$ cat src/hw/rtcBusPkg.sv
package rtcBusPkg;

    // Shared address/data bus
    localparam int busWidth = 8;

    // Register address bits decoded by the RTC
    localparam int regAddrWidth = 7;

    typedef logic [busWidth-1:0] busWord;

    // Strobe low time in clock cycles
    localparam int defaultPulseWidth = 6;

    // Address write strobe always starts one count into the frame
    localparam int addrStrobeStart = 2;

    // Frame windows as a function of the strobe width p
    function automatic int addrPhaseEnd(int p);
        return p + 2;
    endfunction

    function automatic int addrStrobeEnd(int p);
        return p + 1;
    endfunction

    function automatic int dataPhaseStart(int p);
        return 3 * p + 2;
    endfunction

    function automatic int dataPhaseEnd(int p);
        return 4 * p + 3;
    endfunction

    // Data strobe sits one count inside the data window on both sides
    function automatic int dataStrobeStart(int p);
        return dataPhaseStart(p) + 1;
    endfunction

    function automatic int dataStrobeEnd(int p);
        return dataPhaseEnd(p) - 1;
    endfunction

    function automatic int frameLength(int p);
        return 6 * p + 1;
    endfunction

endpackage

$ cat src/hw/rtcCommandLatch.sv
module rtcCommandLatch (
    input  logic               clk,
    input  logic               reset,
    input  logic               cmdValid,
    input  logic               cmdRead,
    input  rtcBusPkg::busWord  cmdAddr,
    input  rtcBusPkg::busWord  cmdWriteData,
    input  logic               frameEnd,
    output logic               start,
    output logic               frameRead,
    output logic               busy,
    output rtcBusPkg::busWord  heldAddr,
    output rtcBusPkg::busWord  heldData
);

    logic accept;

    // Only an idle controller takes a command, anything else is dropped
    assign accept = cmdValid && !busy;

    // Control state
    always_ff @(posedge clk)
    begin
        if (reset)
        begin
            busy      <= 1'b0;
            start     <= 1'b0;
            frameRead <= 1'b0;
        end
        else
        begin
            start <= accept;
            if (accept)
            begin
                busy      <= 1'b1;
                frameRead <= cmdRead;
            end
            else if (frameEnd)
            begin
                busy <= 1'b0;
            end
        end
    end

    // Command payload, held until the next accepted command
    always_ff @(posedge clk)
    begin
        if (accept)
        begin
            // RTC decodes only the low address bits
            heldAddr <= rtcBusPkg::busWord'(cmdAddr[rtcBusPkg::regAddrWidth-1:0]);
            heldData <= cmdWriteData;
        end
    end

    // start follows a real acceptance and busy is already up by then
    startOnlyFromIdle: assert property (
        @(posedge clk) disable iff (reset)
        start |-> !$past(busy) && busy
    ) else $error("start without an idle acceptance");

endmodule

$ cat src/hw/rtcCycleTimer.sv
module rtcCycleTimer #(
    parameter int pulseWidth = rtcBusPkg::defaultPulseWidth
) (
    input  logic clk,
    input  logic reset,
    input  logic start,
    input  logic frameRead,
    output logic chipSelectN,
    output logic readN,
    output logic writeN,
    output logic addrOrData,
    output logic addrPhase,
    output logic dataPhase,
    output logic sampleNow,
    output logic frameEnd
);

    localparam int frameLen   = rtcBusPkg::frameLength(pulseWidth);
    localparam int countWidth = $clog2(frameLen + 1);

    localparam logic [countWidth-1:0] firstCount = countWidth'(1);
    localparam logic [countWidth-1:0] lastCount  = countWidth'(frameLen);

    // Window edges in count units
    localparam logic [countWidth-1:0] addrEnd =
        countWidth'(rtcBusPkg::addrPhaseEnd(pulseWidth));
    localparam logic [countWidth-1:0] addrStrobeFirst =
        countWidth'(rtcBusPkg::addrStrobeStart);
    localparam logic [countWidth-1:0] addrStrobeLast =
        countWidth'(rtcBusPkg::addrStrobeEnd(pulseWidth));
    localparam logic [countWidth-1:0] dataStart =
        countWidth'(rtcBusPkg::dataPhaseStart(pulseWidth));
    localparam logic [countWidth-1:0] dataEnd =
        countWidth'(rtcBusPkg::dataPhaseEnd(pulseWidth));
    localparam logic [countWidth-1:0] dataStrobeFirst =
        countWidth'(rtcBusPkg::dataStrobeStart(pulseWidth));
    localparam logic [countWidth-1:0] dataStrobeLast =
        countWidth'(rtcBusPkg::dataStrobeEnd(pulseWidth));

    logic [countWidth-1:0] count;
    logic                  inAddrWin;
    logic                  inDataWin;
    logic                  inAddrStrobe;
    logic                  inDataStrobe;

    // Frame counter, zero means idle
    always_ff @(posedge clk)
    begin
        if (reset)
            count <= '0;
        else if (start)
            count <= firstCount;
        else if (count == lastCount)
            count <= '0;
        else if (count != '0)
            count <= count + 1'b1;
    end

    assign frameEnd = (count == lastCount);

    // Window decode
    always_comb
    begin
        inAddrWin    = (count >= firstCount) && (count <= addrEnd);
        inDataWin    = (count >= dataStart) && (count <= dataEnd);
        inAddrStrobe = (count >= addrStrobeFirst) && (count <= addrStrobeLast);
        inDataStrobe = (count >= dataStrobeFirst) && (count <= dataStrobeLast);
    end

    // Strobes lag the count by one cycle
    always_ff @(posedge clk)
    begin
        if (reset)
        begin
            chipSelectN <= 1'b1;
            addrOrData  <= 1'b1;
            writeN      <= 1'b1;
            readN       <= 1'b1;
            addrPhase   <= 1'b0;
            dataPhase   <= 1'b0;
            sampleNow   <= 1'b0;
        end
        else
        begin
            chipSelectN <= !(inAddrWin || inDataWin);
            addrOrData  <= !inAddrWin;
            // Address is always written, data only in a write frame
            writeN      <= !(inAddrStrobe || (inDataStrobe && !frameRead));
            readN       <= !(inDataStrobe && frameRead);
            addrPhase   <= inAddrWin;
            dataPhase   <= inDataWin;
            // Lands in the last low cycle of readN
            sampleNow   <= frameRead && (count == dataStrobeLast);
        end
    end

    strobesExclusive: assert property (
        @(posedge clk) disable iff (reset)
        !(!readN && !writeN)
    ) else $error("readN and writeN low together");

    strobesInsideSelect: assert property (
        @(posedge clk) disable iff (reset)
        (!readN || !writeN) |-> !chipSelectN
    ) else $error("strobe active with chip deselected");

endmodule

$ cat src/hw/rtcBusDriver.sv
module rtcBusDriver (
    input  logic               clk,
    input  logic               reset,
    input  logic               addrPhase,
    input  logic               dataPhase,
    input  logic               frameRead,
    input  logic               sampleNow,
    input  logic               frameEnd,
    input  rtcBusPkg::busWord  heldAddr,
    input  rtcBusPkg::busWord  heldData,
    input  rtcBusPkg::busWord  busIn,
    output rtcBusPkg::busWord  busOut,
    output logic               busOe,
    output rtcBusPkg::busWord  readData,
    output logic               done
);

    logic driveNext;

    // Chip owns the bus in the data phase of a read
    assign driveNext = addrPhase || (dataPhase && !frameRead);

    // Pad enable and completion pulse
    always_ff @(posedge clk)
    begin
        if (reset)
        begin
            busOe <= 1'b0;
            done  <= 1'b0;
        end
        else
        begin
            busOe <= driveNext;
            done  <= frameEnd;
        end
    end

    // Bus byte: address first, then write data
    always_ff @(posedge clk)
    begin
        if (addrPhase)
            busOut <= heldAddr;
        else
            busOut <= heldData;
    end

    // Read byte stays until the next read captures over it
    always_ff @(posedge clk)
    begin
        if (reset)
            readData <= '0;
        else if (sampleNow)
            readData <= busIn;
    end

    // No bus fight while the RTC drives read data
    noDriveOnReadData: assert property (
        @(posedge clk) disable iff (reset)
        dataPhase && frameRead |-> !busOe
    ) else $error("busOe high during read data phase");

endmodule

$ cat src/hw/rtcBusTop.sv
module rtcBusTop #(
    parameter int pulseWidth = rtcBusPkg::defaultPulseWidth
) (
    input  logic               clk,
    input  logic               reset,
    input  logic               cmdValid,
    input  logic               cmdRead,
    input  rtcBusPkg::busWord  cmdAddr,
    input  rtcBusPkg::busWord  cmdWriteData,
    input  rtcBusPkg::busWord  busIn,
    output logic               busy,
    output logic               done,
    output rtcBusPkg::busWord  readData,
    output logic               chipSelectN,
    output logic               readN,
    output logic               writeN,
    output logic               addrOrData,
    output rtcBusPkg::busWord  busOut,
    output logic               busOe
);

    logic              start;
    logic              frameRead;
    logic              frameEnd;
    logic              addrPhase;
    logic              dataPhase;
    logic              sampleNow;
    rtcBusPkg::busWord heldAddr;
    rtcBusPkg::busWord heldData;

    rtcCommandLatch i_rtcCommandLatch (
        .clk          (clk),
        .reset        (reset),
        .cmdValid     (cmdValid),
        .cmdRead      (cmdRead),
        .cmdAddr      (cmdAddr),
        .cmdWriteData (cmdWriteData),
        .frameEnd     (frameEnd),
        .start        (start),
        .frameRead    (frameRead),
        .busy         (busy),
        .heldAddr     (heldAddr),
        .heldData     (heldData)
    );

    rtcCycleTimer #(
        .pulseWidth (pulseWidth)
    ) i_rtcCycleTimer (
        .clk         (clk),
        .reset       (reset),
        .start       (start),
        .frameRead   (frameRead),
        .chipSelectN (chipSelectN),
        .readN       (readN),
        .writeN      (writeN),
        .addrOrData  (addrOrData),
        .addrPhase   (addrPhase),
        .dataPhase   (dataPhase),
        .sampleNow   (sampleNow),
        .frameEnd    (frameEnd)
    );

    rtcBusDriver i_rtcBusDriver (
        .clk       (clk),
        .reset     (reset),
        .addrPhase (addrPhase),
        .dataPhase (dataPhase),
        .frameRead (frameRead),
        .sampleNow (sampleNow),
        .frameEnd  (frameEnd),
        .heldAddr  (heldAddr),
        .heldData  (heldData),
        .busIn     (busIn),
        .busOut    (busOut),
        .busOe     (busOe),
        .readData  (readData),
        .done      (done)
    );

endmodule

$ cat config.mk
export PLATFORM = sky130hd
export DESIGN_NAME = rtcBusTop
export DESIGN_NICKNAME = d
export VERILOG_FILES = /design/src/hw/rtcBusPkg.sv /design/src/hw/rtcCommandLatch.sv /design/src/hw/rtcCycleTimer.sv /design/src/hw/rtcBusDriver.sv /design/src/hw/rtcBusTop.sv
export SDC_FILE = /design/constraint.sdc
export NUM_CORES = 1
export LEC_CHECK = 0
export BUFFER_PORTS_ARGS = -buffer_cell sky130_fd_sc_hd__buf_2
export CORE_ASPECT_RATIO = 1.5
export CORE_MARGIN = 2
export CORE_UTILIZATION = 44
export DETAILED_ROUTE_END_ITERATION = 7
export HOLD_SLACK_MARGIN = 0.1
export PLACE_DENSITY = 0.69
export SYNTH_ARGS = -nofsm -noshare
export SYNTH_HDL_FRONTEND = slang
export SYNTH_SLANG_ARGS = --single-unit
$ cat constraint.sdc
create_clock -name clk -period 1.9 [get_ports clk]
set_input_delay 0.095 -clock clk [delete_from_list [all_inputs] [get_ports clk]]
set_output_delay 0.095 -clock clk [all_outputs]
set_load 0.01 [all_outputs]
# ---- Word-level counts from Yosys, hierarchy flattened
# Cells that the tools add are included.
dict set report word_totals {
  word_cells 58
  romBits 0
  ff_bits 49
  latch_bits 0
  mem_bits_rw 0
  mem_count 0
}
dict set report op_classes {
  div 0
  multipliers 0
  n_addsub 1
  n_lt_le_gt_ge 8
  muxes 6
  bitwise 0
  n_shift 0
  n_eq_ne 2
  n_reduce_logical 22
}
# op count
set op_table {}
lappend op_table {{$ge 6x5->1 const B} 2}
lappend op_table {{$le 6x5->1 const B} 2}
lappend op_table {{$logic_and 1x1->1} 9}
lappend op_table {{$mux 7} 1}
lappend op_table {{$add 6x1->6 const B} 1}
lappend op_table {{$eq 6x5->1 const B} 1}
lappend op_table {{$eq 6x6->1 const B} 1}
lappend op_table {{$ge 6x1->1 const B} 1}
lappend op_table {{$ge 6x2->1 const B} 1}
lappend op_table {{$le 6x3->1 const B} 1}
lappend op_table {{$le 6x4->1 const B} 1}
lappend op_table {{$logic_not 1->1} 6}
lappend op_table {{$reduce_bool 6->1} 1}
lappend op_table {{$mux 1} 5}
lappend op_table {{$logic_or 1x1->1} 3}
lappend op_table {{$reduce_bool 3->1} 1}
lappend op_table {{$reduce_or 3->1} 1}
lappend op_table {{$reduce_bool 2->1} 1}

# ---- Depth between registers and ports, before layout
# Gate-level depths: netlist of the first run.
dict set report logic_depth {
  ltp_word 5
  ltp_mapped 6
}

# ---- By module
# A second synthesis of the first run with hierarchy kept.
dict set report hier_totals {
  cells_unflattened 143
  area_unflattened_um2 1796.7
}
# module cells_each area_each_um2 instances seq_area_each_um2
set modules_own_cells {}
lappend modules_own_cells {rtcBusDriver 49 639.4 1 360.3}
lappend modules_own_cells {rtcCycleTimer 67 586.8 1 260.2}
lappend modules_own_cells {rtcCommandLatch 27 570.5 1 510.5}

# ---- Worst setup path before layout of the first run
# No wires, ideal clock.
dict set report synth_path {
  kind {reg2reg}
  startpoint {register i_rtcCommandLatch.busy}
  endpoint {register i_rtcCommandLatch.heldAddr[0] (enable)}
  path_stages_with_launch 2
  arrival_ps 1138
  path_slack_ps 370
  cell_sequence {dfxtp_1 -> nor2b_1}
}
dict set report synth_via {
  elab_chain_len 2
}
# item line
set synth_lines {}
lappend synth_lines {{start: declaration} rtcCommandLatch.sv:11} ;# output logic busy,
lappend synth_lines {{start signal: assignment} rtcCommandLatch.sv:26} ;# busy <= 1'b0;
lappend synth_lines {{start signal: assignment} rtcCommandLatch.sv:35} ;# busy <= 1'b1;
lappend synth_lines {{start signal: assignment} rtcCommandLatch.sv:40} ;# busy <= 1'b0;
lappend synth_lines {{$logic_not 1->1} rtcCommandLatch.sv:19} ;# assign accept = cmdValid && !busy;
lappend synth_lines {{$logic_and 1x1->1} rtcCommandLatch.sv:19}
lappend synth_lines {{via i_rtcCommandLatch.accept} rtcCommandLatch.sv:16} ;# logic accept;
lappend synth_lines {{end signal: assignment} rtcCommandLatch.sv:51} ;# heldAddr <= rtcBusPkg::busWord'(cmdAddr[rtcBusPkg::regAddrWidth-1:0]);
lappend synth_lines {{end: declaration} rtcCommandLatch.sv:12} ;# output rtcBusPkg::busWord heldAddr,
# The timed path passes the listed nets, and every way through them passes these cells.
# A chain may end at the register's enable or synchronous reset.

# ---- Final worst setup path of the first run
dict set report layout_path {
  startpoint {register i_rtcCycleTimer.count[1]}
  endpoint {register i_rtcCycleTimer.count[2]}
}
dict set report layout_via {
  elab_chain_len 2
}
# item line
set layout_lines {}
lappend layout_lines {{start: declaration} rtcCycleTimer.sv:40} ;# logic [countWidth-1:0] count;
lappend layout_lines {{start signal: assignment} rtcCycleTimer.sv:52} ;# count <= firstCount;
lappend layout_lines {{start signal: assignment} rtcCycleTimer.sv:56} ;# count <= count + 1'b1;
lappend layout_lines {{branches (longest 2 deep; another with $add 6x1->6)} --}
# Several ways; the timed one is not identified.

==> impl_summary.md, run 1 <==
Status
The run finished with clean final reports.

Synth
The total number of yosys warnings is 0. The fraction of registers with async set or reset after synthesis is 0%. Counting flops and latches in the post-synthesis netlist gives 49. Yosys attributes the largest share of cell area to dfxtp_1 37%, edfxtp_1 25%, mux2i_1 4.9%. The number of distinct standard cells referenced by the synthesized netlist is 41. In this run the cell area of the synthesized design comes to 1830 µm². For this run, the leading register cell type out of synthesis is dfxtp_1.

The instance count of the mapped netlist is 145. The top cell type by total area after synthesis is dfxtp_1. Sequential elements use 61.7% of the synthesized area. Counting every net in the synthesized netlist gives 178. The number of enable-type register cells in the synthesized netlist is 15.

The portion of synthesized cell area occupied by the leading cell type is 37.1%. The mean area per synthesized cell is 12.6 µm².

Drt
In the routed layout, each cell is associated on average with a via count of 4.88. The total number of vias is 1303. The detailed router finished its first iteration with 20 violations. Wires add up to 3450 µm. The number of nets with antenna violations after routing is 0. The post-detailed-route wirelength per cell is 12.9 µm. After detailed routing, the number of remaining DRC violations is 0. The number of optimization iterations in the first detailed-route pass is 4.

Global routing
In the global route stage, met2 resource usage came out at 29.4%. The via count of the first global-routing pass is 1349. The total track usage is 15.6%. The initial antenna violation count was 0. Global routing finished with a remaining overflow of 0. Entering global routing, the biggest net connects 18 pins.

For this run, global-route usage on met1 was measured as 16.0%. The busiest layer in global routing is met2. Global routing consumed, on the met3 layer, 3.58% of the routing resources. The global-route wire length before repair is 5780 µm.

Critical path
The slowest stage cell on the critical path is dfxtp_1. The worst setup path is launched from a flip-flop. The largest stage delay on the critical path is 0.47 ns. At the worst endpoint, the required time is 2.11 ns. The critical path is of the flip-flop to flip-flop type.

The number of buffers and inverters on the critical path is 1. STA classifies the critical path endpoint as a flip-flop. Along the worst path, the maximum fanout reaches 8. Walking the worst path, the cells encountered are inv_1, ha_1, and3_4, a21o_1, nor4_2.

The cell family contributing the most delay on the critical path is flip-flops. The data arrival time of the critical path is 1.75 ns.

Pwr
The cell area power density is 877 nW/µm². The highest ir drop seen on vdd is 0.714 mV. For this design the static power due to leakage is 0.00103 µW.

STA
The aggregate negative setup slack is 0 ns. The final hold violation count is 0. The timing-limited maximum frequency is 0.652 GHz.

The number of setup violations in the final report is 0. The final count of pins violating max slew is 0. The final setup skew is 0.00557 ns. Setup repair after global routing left no endpoint under its margin. The worst pin sits at a relative slew slack of 69.7%. The final worst-path cycle share is 80.7%. The smallest clock period supported by the final layout is computed as 1.53 ns. The measured slew at the worst slew-check pin is 0.454 ns.

Worst hold path
The min-delay analysis places its worst path in the category input pin to flip-flop.

Clock network
The CTS root buffer is clkbuf_8. Clock-pin slew was measured on the worst setup and hold paths at 0.09 ns. The number of hold buffers added after CTS is 24. The maximum count of clock buffers along a single path is 2.

The setup fix buffers added after clock tree synthesis is 0. The H-tree depth is 2. The CTS tree is built. Clock tree synthesis inserted a total of 5 buffers. Once the clock tree was built, the resizer swapped 0 gates to a different size. The clock net sink count is 49. The clock latency on the worst-skew pair is 0.29 ns.

Finish
0 antenna diodes ended up in the layout. In the final design database the tool counted 254 nets. The ratio of cells with drive above 1 in the final layout is 35.1%. Fill cells in the final layout number 331. The count of cells in the finished layout, fillers not included, comes to 267. The layout overhead on the synthesized area is 32.8%.

Floorplan
The die is 83.1 µm tall. For this design the top-level I/O count stands at 51. The die width is 56.7 µm. The initialized floorplan defines 28 standard-cell rows.

After floorplanning, the core was sized to cover 3960 µm². The die covers 4710 µm². For this configuration, the core starts out at a cell density of 46.3%.

Placed design
Including well taps, the total number of placed cells is 235. After legalization and detailed placement, the total HPWL measured 2430 µm. The number of input and output port buffers inserted is 49. The final estimated routing congestion in global placement is 0.819.

Run
Max-cap violations in this run came to 0.
-- power by group --
part	total, µW	leakage (µW)	switching [µW]	internal [µW]
clock network	580	0.0000455	326	255
registers	1210	0.000422	49.5	1170
logic	341	0.000562	158	183
-- synth_stat cells (3+ instances only) --
library cell  number
mux2_2             7
dfxtp_1           34
nor2b_1            4
nand3_1            3
nand2_1            3
nor2_1            15
ha_1               5
buf_2              3
a21oi_1            3
inv_1              5
mux2i_1            9
edfxtp_1          15
nor3_1             3
-- area by class of cell --
type                    instances  area [µm²]  share of cell area (%)
flip-flops and latches         49        1130                    46.5
repair buffers                 75         500                    20.6
clock buffers                   5        68.8                    2.83
well taps                      45        56.3                    2.31
inverters                       6        22.5                   0.925
multi-input cells              84         638                    26.2
clock inverters                 3        17.5                   0.719
-- registers in the layout, summed over array words and instances, names as in the netlist, 6 cells and up --
| name | cells |
|---|---|
| i_rtcCycleTimer.count | 6 |
| i_rtcCommandLatch.heldData | 8 |
| i_rtcBusDriver.busOut | 8 |
| i_rtcBusDriver.readData | 8 |
| i_rtcCommandLatch.heldAddr | 7 |
-- through the flow --
stage | hold slack [ns] | setup WS [ns] | power, µW | utilization, % | cell area [µm²]
after floorplan | 0.194 | 0.370 | 1430 | - | 1830
after global placement | 0.273 | 0.409 | 1530 | 53.3 | 2110
after detailed placement | 0.273 | 0.380 | 1550 | 53.3 | 2110
after CTS | 0.172 | 0.355 | 2160 | 61.5 | 2430
after global routing | 0.187 | 0.222 | 2250 | 61.5 | 2430
final | 0.172 | 0.366 | 2140 | 61.5 | 2430
-- metal layers --
layer	wire, µm	vias up	share of wire, %
met5	0	-	0
met4	52	0	1.5
met3	173	5	5.0
met2	1840	36	53
met1	1380	611	40
li1	-	651	-
-- placed cells by master, fill, tap and decap left out, types with 2 or more instances in the layout --
master / Yosys / layout
a21oi_1: 3 / 3
nor2b_1: 4 / 4
buf_4: 0 / 2
nand2_1: 3 / 3
xor2_1: 2 / 2
clkbuf_8: 0 / 5
nand3_1: 3 / 3
a21o_1: 2 / 2
nor2_2: 2 / 2
dfxtp_1: 34 / 34
buf_2: 3 / 49
mux2_2: 7 / 7
dlygate4sd3_1: 0 / 24
o21ai_0: 2 / 2
xnor2_1: 2 / 2
inv_1: 5 / 5
nor3_1: 3 / 3
edfxtp_1: 15 / 15
mux2i_1: 9 / 9
ha_1: 5 / 5
nand2b_1: 2 / 2
a21oi_2: 2 / 2
nor2_1: 15 / 15
-- kinds of logic after synthesis --
| kind of cell | count (synthesis) | synth area share, % |
|---|---|---|
| AO/OA/AOI/OAI | 17 | 7.44 |
| XOR/XNOR | 4 | 1.91 |
| adder cells (fa/ha/maj) | 5 | 3.41 |
| buffers and inverters | 12 | 3.48 |
| flip-flops | 49 | 61.7 |
| multiplexers | 16 | 9.22 |
| AND/OR/NAND/NOR | 42 | 12.8 |
-- path summary, 6_finish.rpt --
| kind | from | to | slack, ns | cells past startpoint |
|---|---|---|---|---|
| worst max-delay path | i_rtcCycleTimer.count[1] | i_rtcCycleTimer.count[2] | 0.37 | 5 |
| worst min-delay path | reset | i_rtcCommandLatch.frameRead | 0.17 | 2 |
| worst max register to register | i_rtcCycleTimer.count[1] | i_rtcCycleTimer.count[2] | 0.37 | 5 |
| worst min register to register | i_rtcCommandLatch.heldData[4] | i_rtcBusDriver.busOut[4] | 0.48 | 1 |
Note: power is estimated with default switching activity, not from simulation.
==> inputs of run 2 (changes only) <==
==> constraint.sdc (replaced) <==
create_clock -name clk -period 1.58 [get_ports clk]
set_input_delay 0.079 -clock clk [delete_from_list [all_inputs] [get_ports clk]]
set_output_delay 0.079 -clock clk [all_outputs]
set_load 0.01 [all_outputs]
==> run 2 against run 1 <==
Sequential power is 20% higher; power is 30% higher; global-route usage is 1.2 points higher; largest cell class unchanged; highest routed layer unchanged.
==> impl_summary.md, run 2 (synthesis gave the netlist of run 1 again) <==
Clock network
The clock net sink count is 49. The H-tree depth is 2. The CTS buffer count is 5. TritonCTS built the clock tree. The tree is rooted in a clkbuf_8.

The clock latency on the worst-skew pair is 0.30 ns. The maximum count of clock buffers along a single path is 2. Clock-pin slew was measured on the worst setup and hold paths at 0.09 ns.

The setup fix buffers added after clock tree synthesis is 0.

Critical path
STA puts the critical path data arrival time at 1.56 ns. STA classifies the critical path startpoint as a flip-flop. The worst setup path is captured at a flip-flop. The critical path class is flip-flop to flip-flop. The beginning of the worst register-to-register path is i_rtcCycleTimer.count[0].

Data on the critical path is required at its endpoint by 1.75 ns. The beginning of the critical path is i_rtcCycleTimer.count[0]. Of all nets on the critical path, the largest fanout is 7.

Run
The number of max-capacitance violations reported is 0.

Placed design
In this run the cell area measured after placement is 2120 µm². The final estimated routing congestion in global placement is 0.811. The number of input and output port buffers inserted is 49. Once detailed placement completed, the half-perimeter wirelength came to 2480 µm.

Drt
The DRC violation count after routing is 0. The number of nets with antenna violations after routing is 0. The post-detailed-route wirelength per cell is 13.7 µm. The number of optimization iterations in the first detailed-route pass is 4. Across all layers, the routed design uses 1311 vias. The aggregate routed wire length is 3670 µm.

In this run, the number of DRC markers left after iteration 0 of detailed routing was 24. Dividing the detail-routed via count by the number of cells gives 4.89.

Floorplan
The number of cell rows is 28. From bottom edge to top edge, the die measures 83.1 µm. The die width is 56.7 µm. The die covers 4710 µm².

After floorplanning, the core was sized to cover 3960 µm². The count of pins on the block boundary is 51. For this configuration, the core starts out at a cell density of 46.3%.

Finish
Leaving out fill and tap cells, the most frequent cells in the layout are 49 x buf_2, 33 x dfxtp_1, 24 x dlygate4sd3_1. The antenna diode count is 0. Summing all non-filler instances in the final layout gives an area of 2470 µm².

The layout has 333 filler cells. In the final layout, the registers with the most flip-flops are i_rtcBusDriver.busOut (8), i_rtcBusDriver.readData (8), i_rtcCommandLatch.heldData (8). From synthesis to final layout, the design area changed by 34.7%.

The ratio of cells with drive above 1 in the final layout is 36.3%. The post-layout net count is 255. The library cell used most frequently in the layout, excluding fill and tap cells, is buf_2.

STA
On the final layout, the worst clock skew is 0.0120 ns. Subtracting the final worst setup slack from the clock period gives 1.39 ns. The max-slew headroom at the worst pin is 70.6%. The final hold violation count is 0. The measured slew at the worst slew-check pin is 0.441 ns. Based on the critical path, the design can be clocked at up to 0.720 GHz. The final count of pins violating max slew is 0. The aggregate negative setup slack is 0 ns.

In the finished design, the share of the clock period the worst path needs comes to 87.9%. Setup violations remaining at the end of the flow were counted as 0. Setup repair after global routing left no endpoint under its margin.

Global routing
The initial antenna violation count was 0. The total track usage is 16.8%. Entering global routing, the biggest net connects 18 pins. For this run the aggregate overflow at the end of global routing stands at 0. The via count of the first global-routing pass was 1379.

The global-route wire length before repair is 6020 µm.

Pwr
The total design power is 2770 µW. The cell area power density is 1120 nW/µm². The leakage power total is 0.00105 µW. VDD sags by at most 0.950 mV.

Worst hold path
The min-delay analysis places its worst path in the category input pin to flip-flop. The startpoint identified for the worst hold timing path is reset.

Status
The run finished with clean final reports.
run 2: critical path, cell delays in order (launching register included):
cell,delay (ns)
dfxtp_2,0.39
inv_1,0.13
ha_1,0.21
nor3b_2,0.16
and2_4,0.19
o21ai_2,0.12
a21oi_2,0.07
run 2: metal layers:
layer / global-route usage [%] / wire length [µm]
met5: 0 / 0
met4: 10.2 / 112
met3: 4.98 / 167
met2: 29.3 / 1930
met1: 16.9 / 1460
run 2: final timing paths:
check / slack (ns) / end / cells after the start
hold reg to reg: 0.47 / i_rtcBusDriver.busOut[7] / 1
hold / removal: 0.15 / i_rtcBusDriver.busOe / 2
setup reg to reg: 0.19 / i_rtcCycleTimer.count[0] / 6
setup / recovery: 0.19 / i_rtcCycleTimer.count[0] / 6
run 2: area by class of cell:
type	count	area (µm²)	share of cell area (%)
clock buffers	5	68.8	2.79
clock inverters	3	43.8	1.77
inverters	6	22.5	0.912
multi-input cells	84	638	25.8
flip-flops and latches	49	1130	45.8
well taps	45	56.3	2.28
repair buffers	76	508	20.6
run 2: metrics by stage:
step | hold slack [ns] | util (%) | setup slack [ns] | std cells
3_5_place_dp | 0.257 | 53.4 | 0.113 | 236
2_1_floorplan | 0.178 | - | 0.0499 | 145
4_1_cts | 0.143 | 62.4 | 0.0901 | 268
5_1_grt | 0.163 | 62.4 | 0.0312 | 268
3_3_place_gp | 0.257 | 53.4 | 0.175 | 236
6_report | 0.154 | 62.4 | 0.191 | 268
run 2: repair_timing:
item                                    4_1_cts  5_1_grt
resized for setup                             0        1
endpoints found under the setup margin        0        5
hold buffers                                 24        0
endpoints found under the hold margin        24        0
run 2: power by group:
part	leakage [µW]	internal, µW	switching [µW]	total [µW]
Sequential	0.000423	1400	52.3	1450
Combinational	0.000567	226	201	427
Clock	0.0000585	474	412	887
Total	0.00105	2100	666	2770
==> inputs of run 3 (changes only) <==
--- a/config.mk
+++ b/config.mk
@@ -12,6 +12,7 @@
 export DETAILED_ROUTE_END_ITERATION = 7
 export HOLD_SLACK_MARGIN = 0.1
 export PLACE_DENSITY = 0.69
+export REMOVE_ABC_BUFFERS = 1
 export SYNTH_ARGS = -nofsm -noshare
 export SYNTH_HDL_FRONTEND = slang
 export SYNTH_SLANG_ARGS = --single-unit
==> run 3 against run 2 <==
Combinational power is 2% lower; flip-flop and latch count is the same; cell area down 1.5%; register-to-register slack barely moved; routed wire length up 0.74%; fmax up 0.18%; clock power down 22%; global-route usage is 0.67 points lower; non-clock buffer count is 1 lower; hold slack improved by 0.0066 ns; sequential power about the same; largest power group unchanged.
==> impl_summary.md, run 3 (synthesis gave the netlist of run 1 again) <==
Pwr
Across the VDD grid, the largest voltage drop is 0.854 mV. Dividing total power by cell area gives a power density of 1060 nW/µm². The leakage power total is 0.00102 µW.

Drt
For this run, design rule violations remaining after detail routing come to 0. For this run, the detailed router's first-pass iteration total came to 4. The detailed router finished its first iteration with 15 violations. In the routed layout, each cell is associated on average with a via count of 4.96.

The post-detailed-route wirelength per cell is 13.8 µm. The routed design has 3690 µm of wire. The number of nets with antenna violations after routing is 0.

The detailed router placed 1324 vias in this run.

Worst hold path
The startpoint identified for the worst hold timing path is reset. The min-delay analysis places its worst path in the category input pin to flip-flop.

STA
For this run, the top clock speed supported by timing is 0.721 GHz. Setup repair after global routing left no endpoint under its margin. The worst path needs 1.39 ns of the cycle, external delays included.

Of the available clock period, the critical path in the final layout requires 87.8%. The measured slew at the worst slew-check pin is 0.452 ns. The final hold violation count was 0. The aggregate negative setup slack is 0 ns. The number of setup violations in the final report is 0.

The final setup skew is 0.00382 ns. The final count of pins violating max slew was 0. The max-slew headroom at the worst pin is 69.9%.

Floorplan
The count of pins on the block boundary is 51. The die area is 4710 µm². The overall die height is 83.1 µm. The initial standard-cell utilization of the core is 46.3%. The area of the core region is 3960 µm². The die width is 56.7 µm. Row generation in the floorplan step produced 28 rows.

Status
The flow ran to the end, and the final reports show no timing, DRC or antenna violations.

Clock network
The number of clock buffers added by TritonCTS is 5. TritonCTS built the clock tree. The clock latency on the worst-skew pair is 0.29 ns. The number of setup buffers added after CTS is 0.

The post-CTS clock slew at the launch and capture registers of the worst setup and hold paths is 0.08 ns. The clock net sink count is 49. The tree is rooted in a clkbuf_8.

The maximum count of clock buffers along a single path is 2. The H-tree depth is 2.

Critical path
The data required time at the worst endpoint is 1.80 ns. The beginning of the worst register-to-register path is i_rtcCycleTimer.count[0]. STA classifies the critical path startpoint as a flip-flop. The critical path class is flip-flop to flip-flop. The top fanout value on the critical path is 7.

The critical path goes through inv_1, ha_1, nor3b_2, nand2_1, mux2i_1, nor3_1. The data arrival time of the critical path is 1.60 ns. The beginning of the critical path is i_rtcCycleTimer.count[0]. On the worst path, the slowest cell contributes a delay of 0.36 ns. The kind of end point of the critical path is a flip-flop. Among all stages on the critical path, the largest delay is contributed by dfxtp_2.

Global routing
Entering global routing, the biggest net connects 19 pins. Global routing used 16.1% of the available tracks across all layers. The via count of the first global-routing pass is 1284. The leftover overflow at the end of global routing is 0.

The first global-routing pass estimated 5950 µm of wire. The initial antenna violation count is 0.

Finish
Summing all multi-input logic gate instances after layout gives 638 µm². Of the cells placed in the final design, the portion with a size suffix greater than 1 is 35.1%. The end-of-flow core utilization is 61.5%. For this run, the post-layout net count is 254. The layout overhead on the synthesized area is 32.8%. Fill cells in the final layout number 335. The top cell types in the final layout, fill and taps aside, are 49 x buf_2, 33 x dfxtp_1, 24 x dlygate4sd3_1. The largest registers in the layout are i_rtcBusDriver.busOut (8), i_rtcBusDriver.readData (8), i_rtcCommandLatch.heldData (8). The repair_antennas step left the layout with diodes totalling 0. The area taken by flip-flops and latches is 1130 µm². The library cell used most frequently in the layout, excluding fill and tap cells, is buf_2.

Placed design
The wire-length estimate of the detail-placed layout is 2610 µm. Routability-driven placement finished with a final weighted congestion of 0.784. The number of input and output port buffers inserted is 49.

Run
Max-cap violations in this run came to 0.
run 3: changes by cell type in the layout (fill, tap and decap cells not counted), sizes merged:
cell,delta
inv,-1
clkinvlp,+1
clkbuf,+2
bufinv,-1
clkinv,-1
buf,-1
run 3: routing by layer:
layer / up-vias / wire (µm) / global-route usage [%]
met5: - / 0 / 0
met4: 0 / 82 / 6.06
met3: 7 / 185 / 4.21
met2: 39 / 1910 / 28.3
met1: 629 / 1520 / 18.1
li1: 649 / - / -
run 3: power breakdown:
group / switching (µW) / internal [µW]
registers: 56.7 / 1400
clock network: 379 / 313
logic: 198 / 222
run 3: repair_timing:
item                                    in CTS  in global routing
endpoints found under the setup margin       0                  1
endpoints found under the hold margin       24                  0
resized for setup                            0                  1
hold buffers                                24                  0
run 3: worst paths after layout:
kind	to	slack (ns)	cells past startpoint
max	i_rtcCycleTimer.count[1]	0.19	6
min	i_rtcBusDriver.readData[3]	0.16	2
max reg2reg	i_rtcCycleTimer.count[1]	0.19	6
min reg2reg	i_rtcBusDriver.busOut[7]	0.48	1
run 3: per-stage QoR:
step	area, µm²	cells	hold slack [ns]	setup WS, ns	total power [µW]
floorplan	1790	139	0.141	0.0499	1710
global placement	2110	235	0.257	0.173	1840
detailed placement	2110	235	0.258	0.115	1860
CTS	2430	267	0.145	0.107	2610
global route	2430	267	0.182	0.0467	2700
finish	2430	267	0.160	0.193	2570
run 3: cell type report:
type	instances	area share, %
clock buffer	7	3.14
clock inverter	1	0.308
inverter	6	0.925
multi-input combinational	84	26.2
sequential	49	46.5
tap	45	2.31
timing repair buffer	75	20.6
run 3: critical path, delay by kind of cell, from the launching register on:
family	cells	cell delay (ns)
fa+ha+maj	1	0.17
simple gates	3	0.48
mux	1	0.14
buf+inv	1	0.16
flops	1	0.36
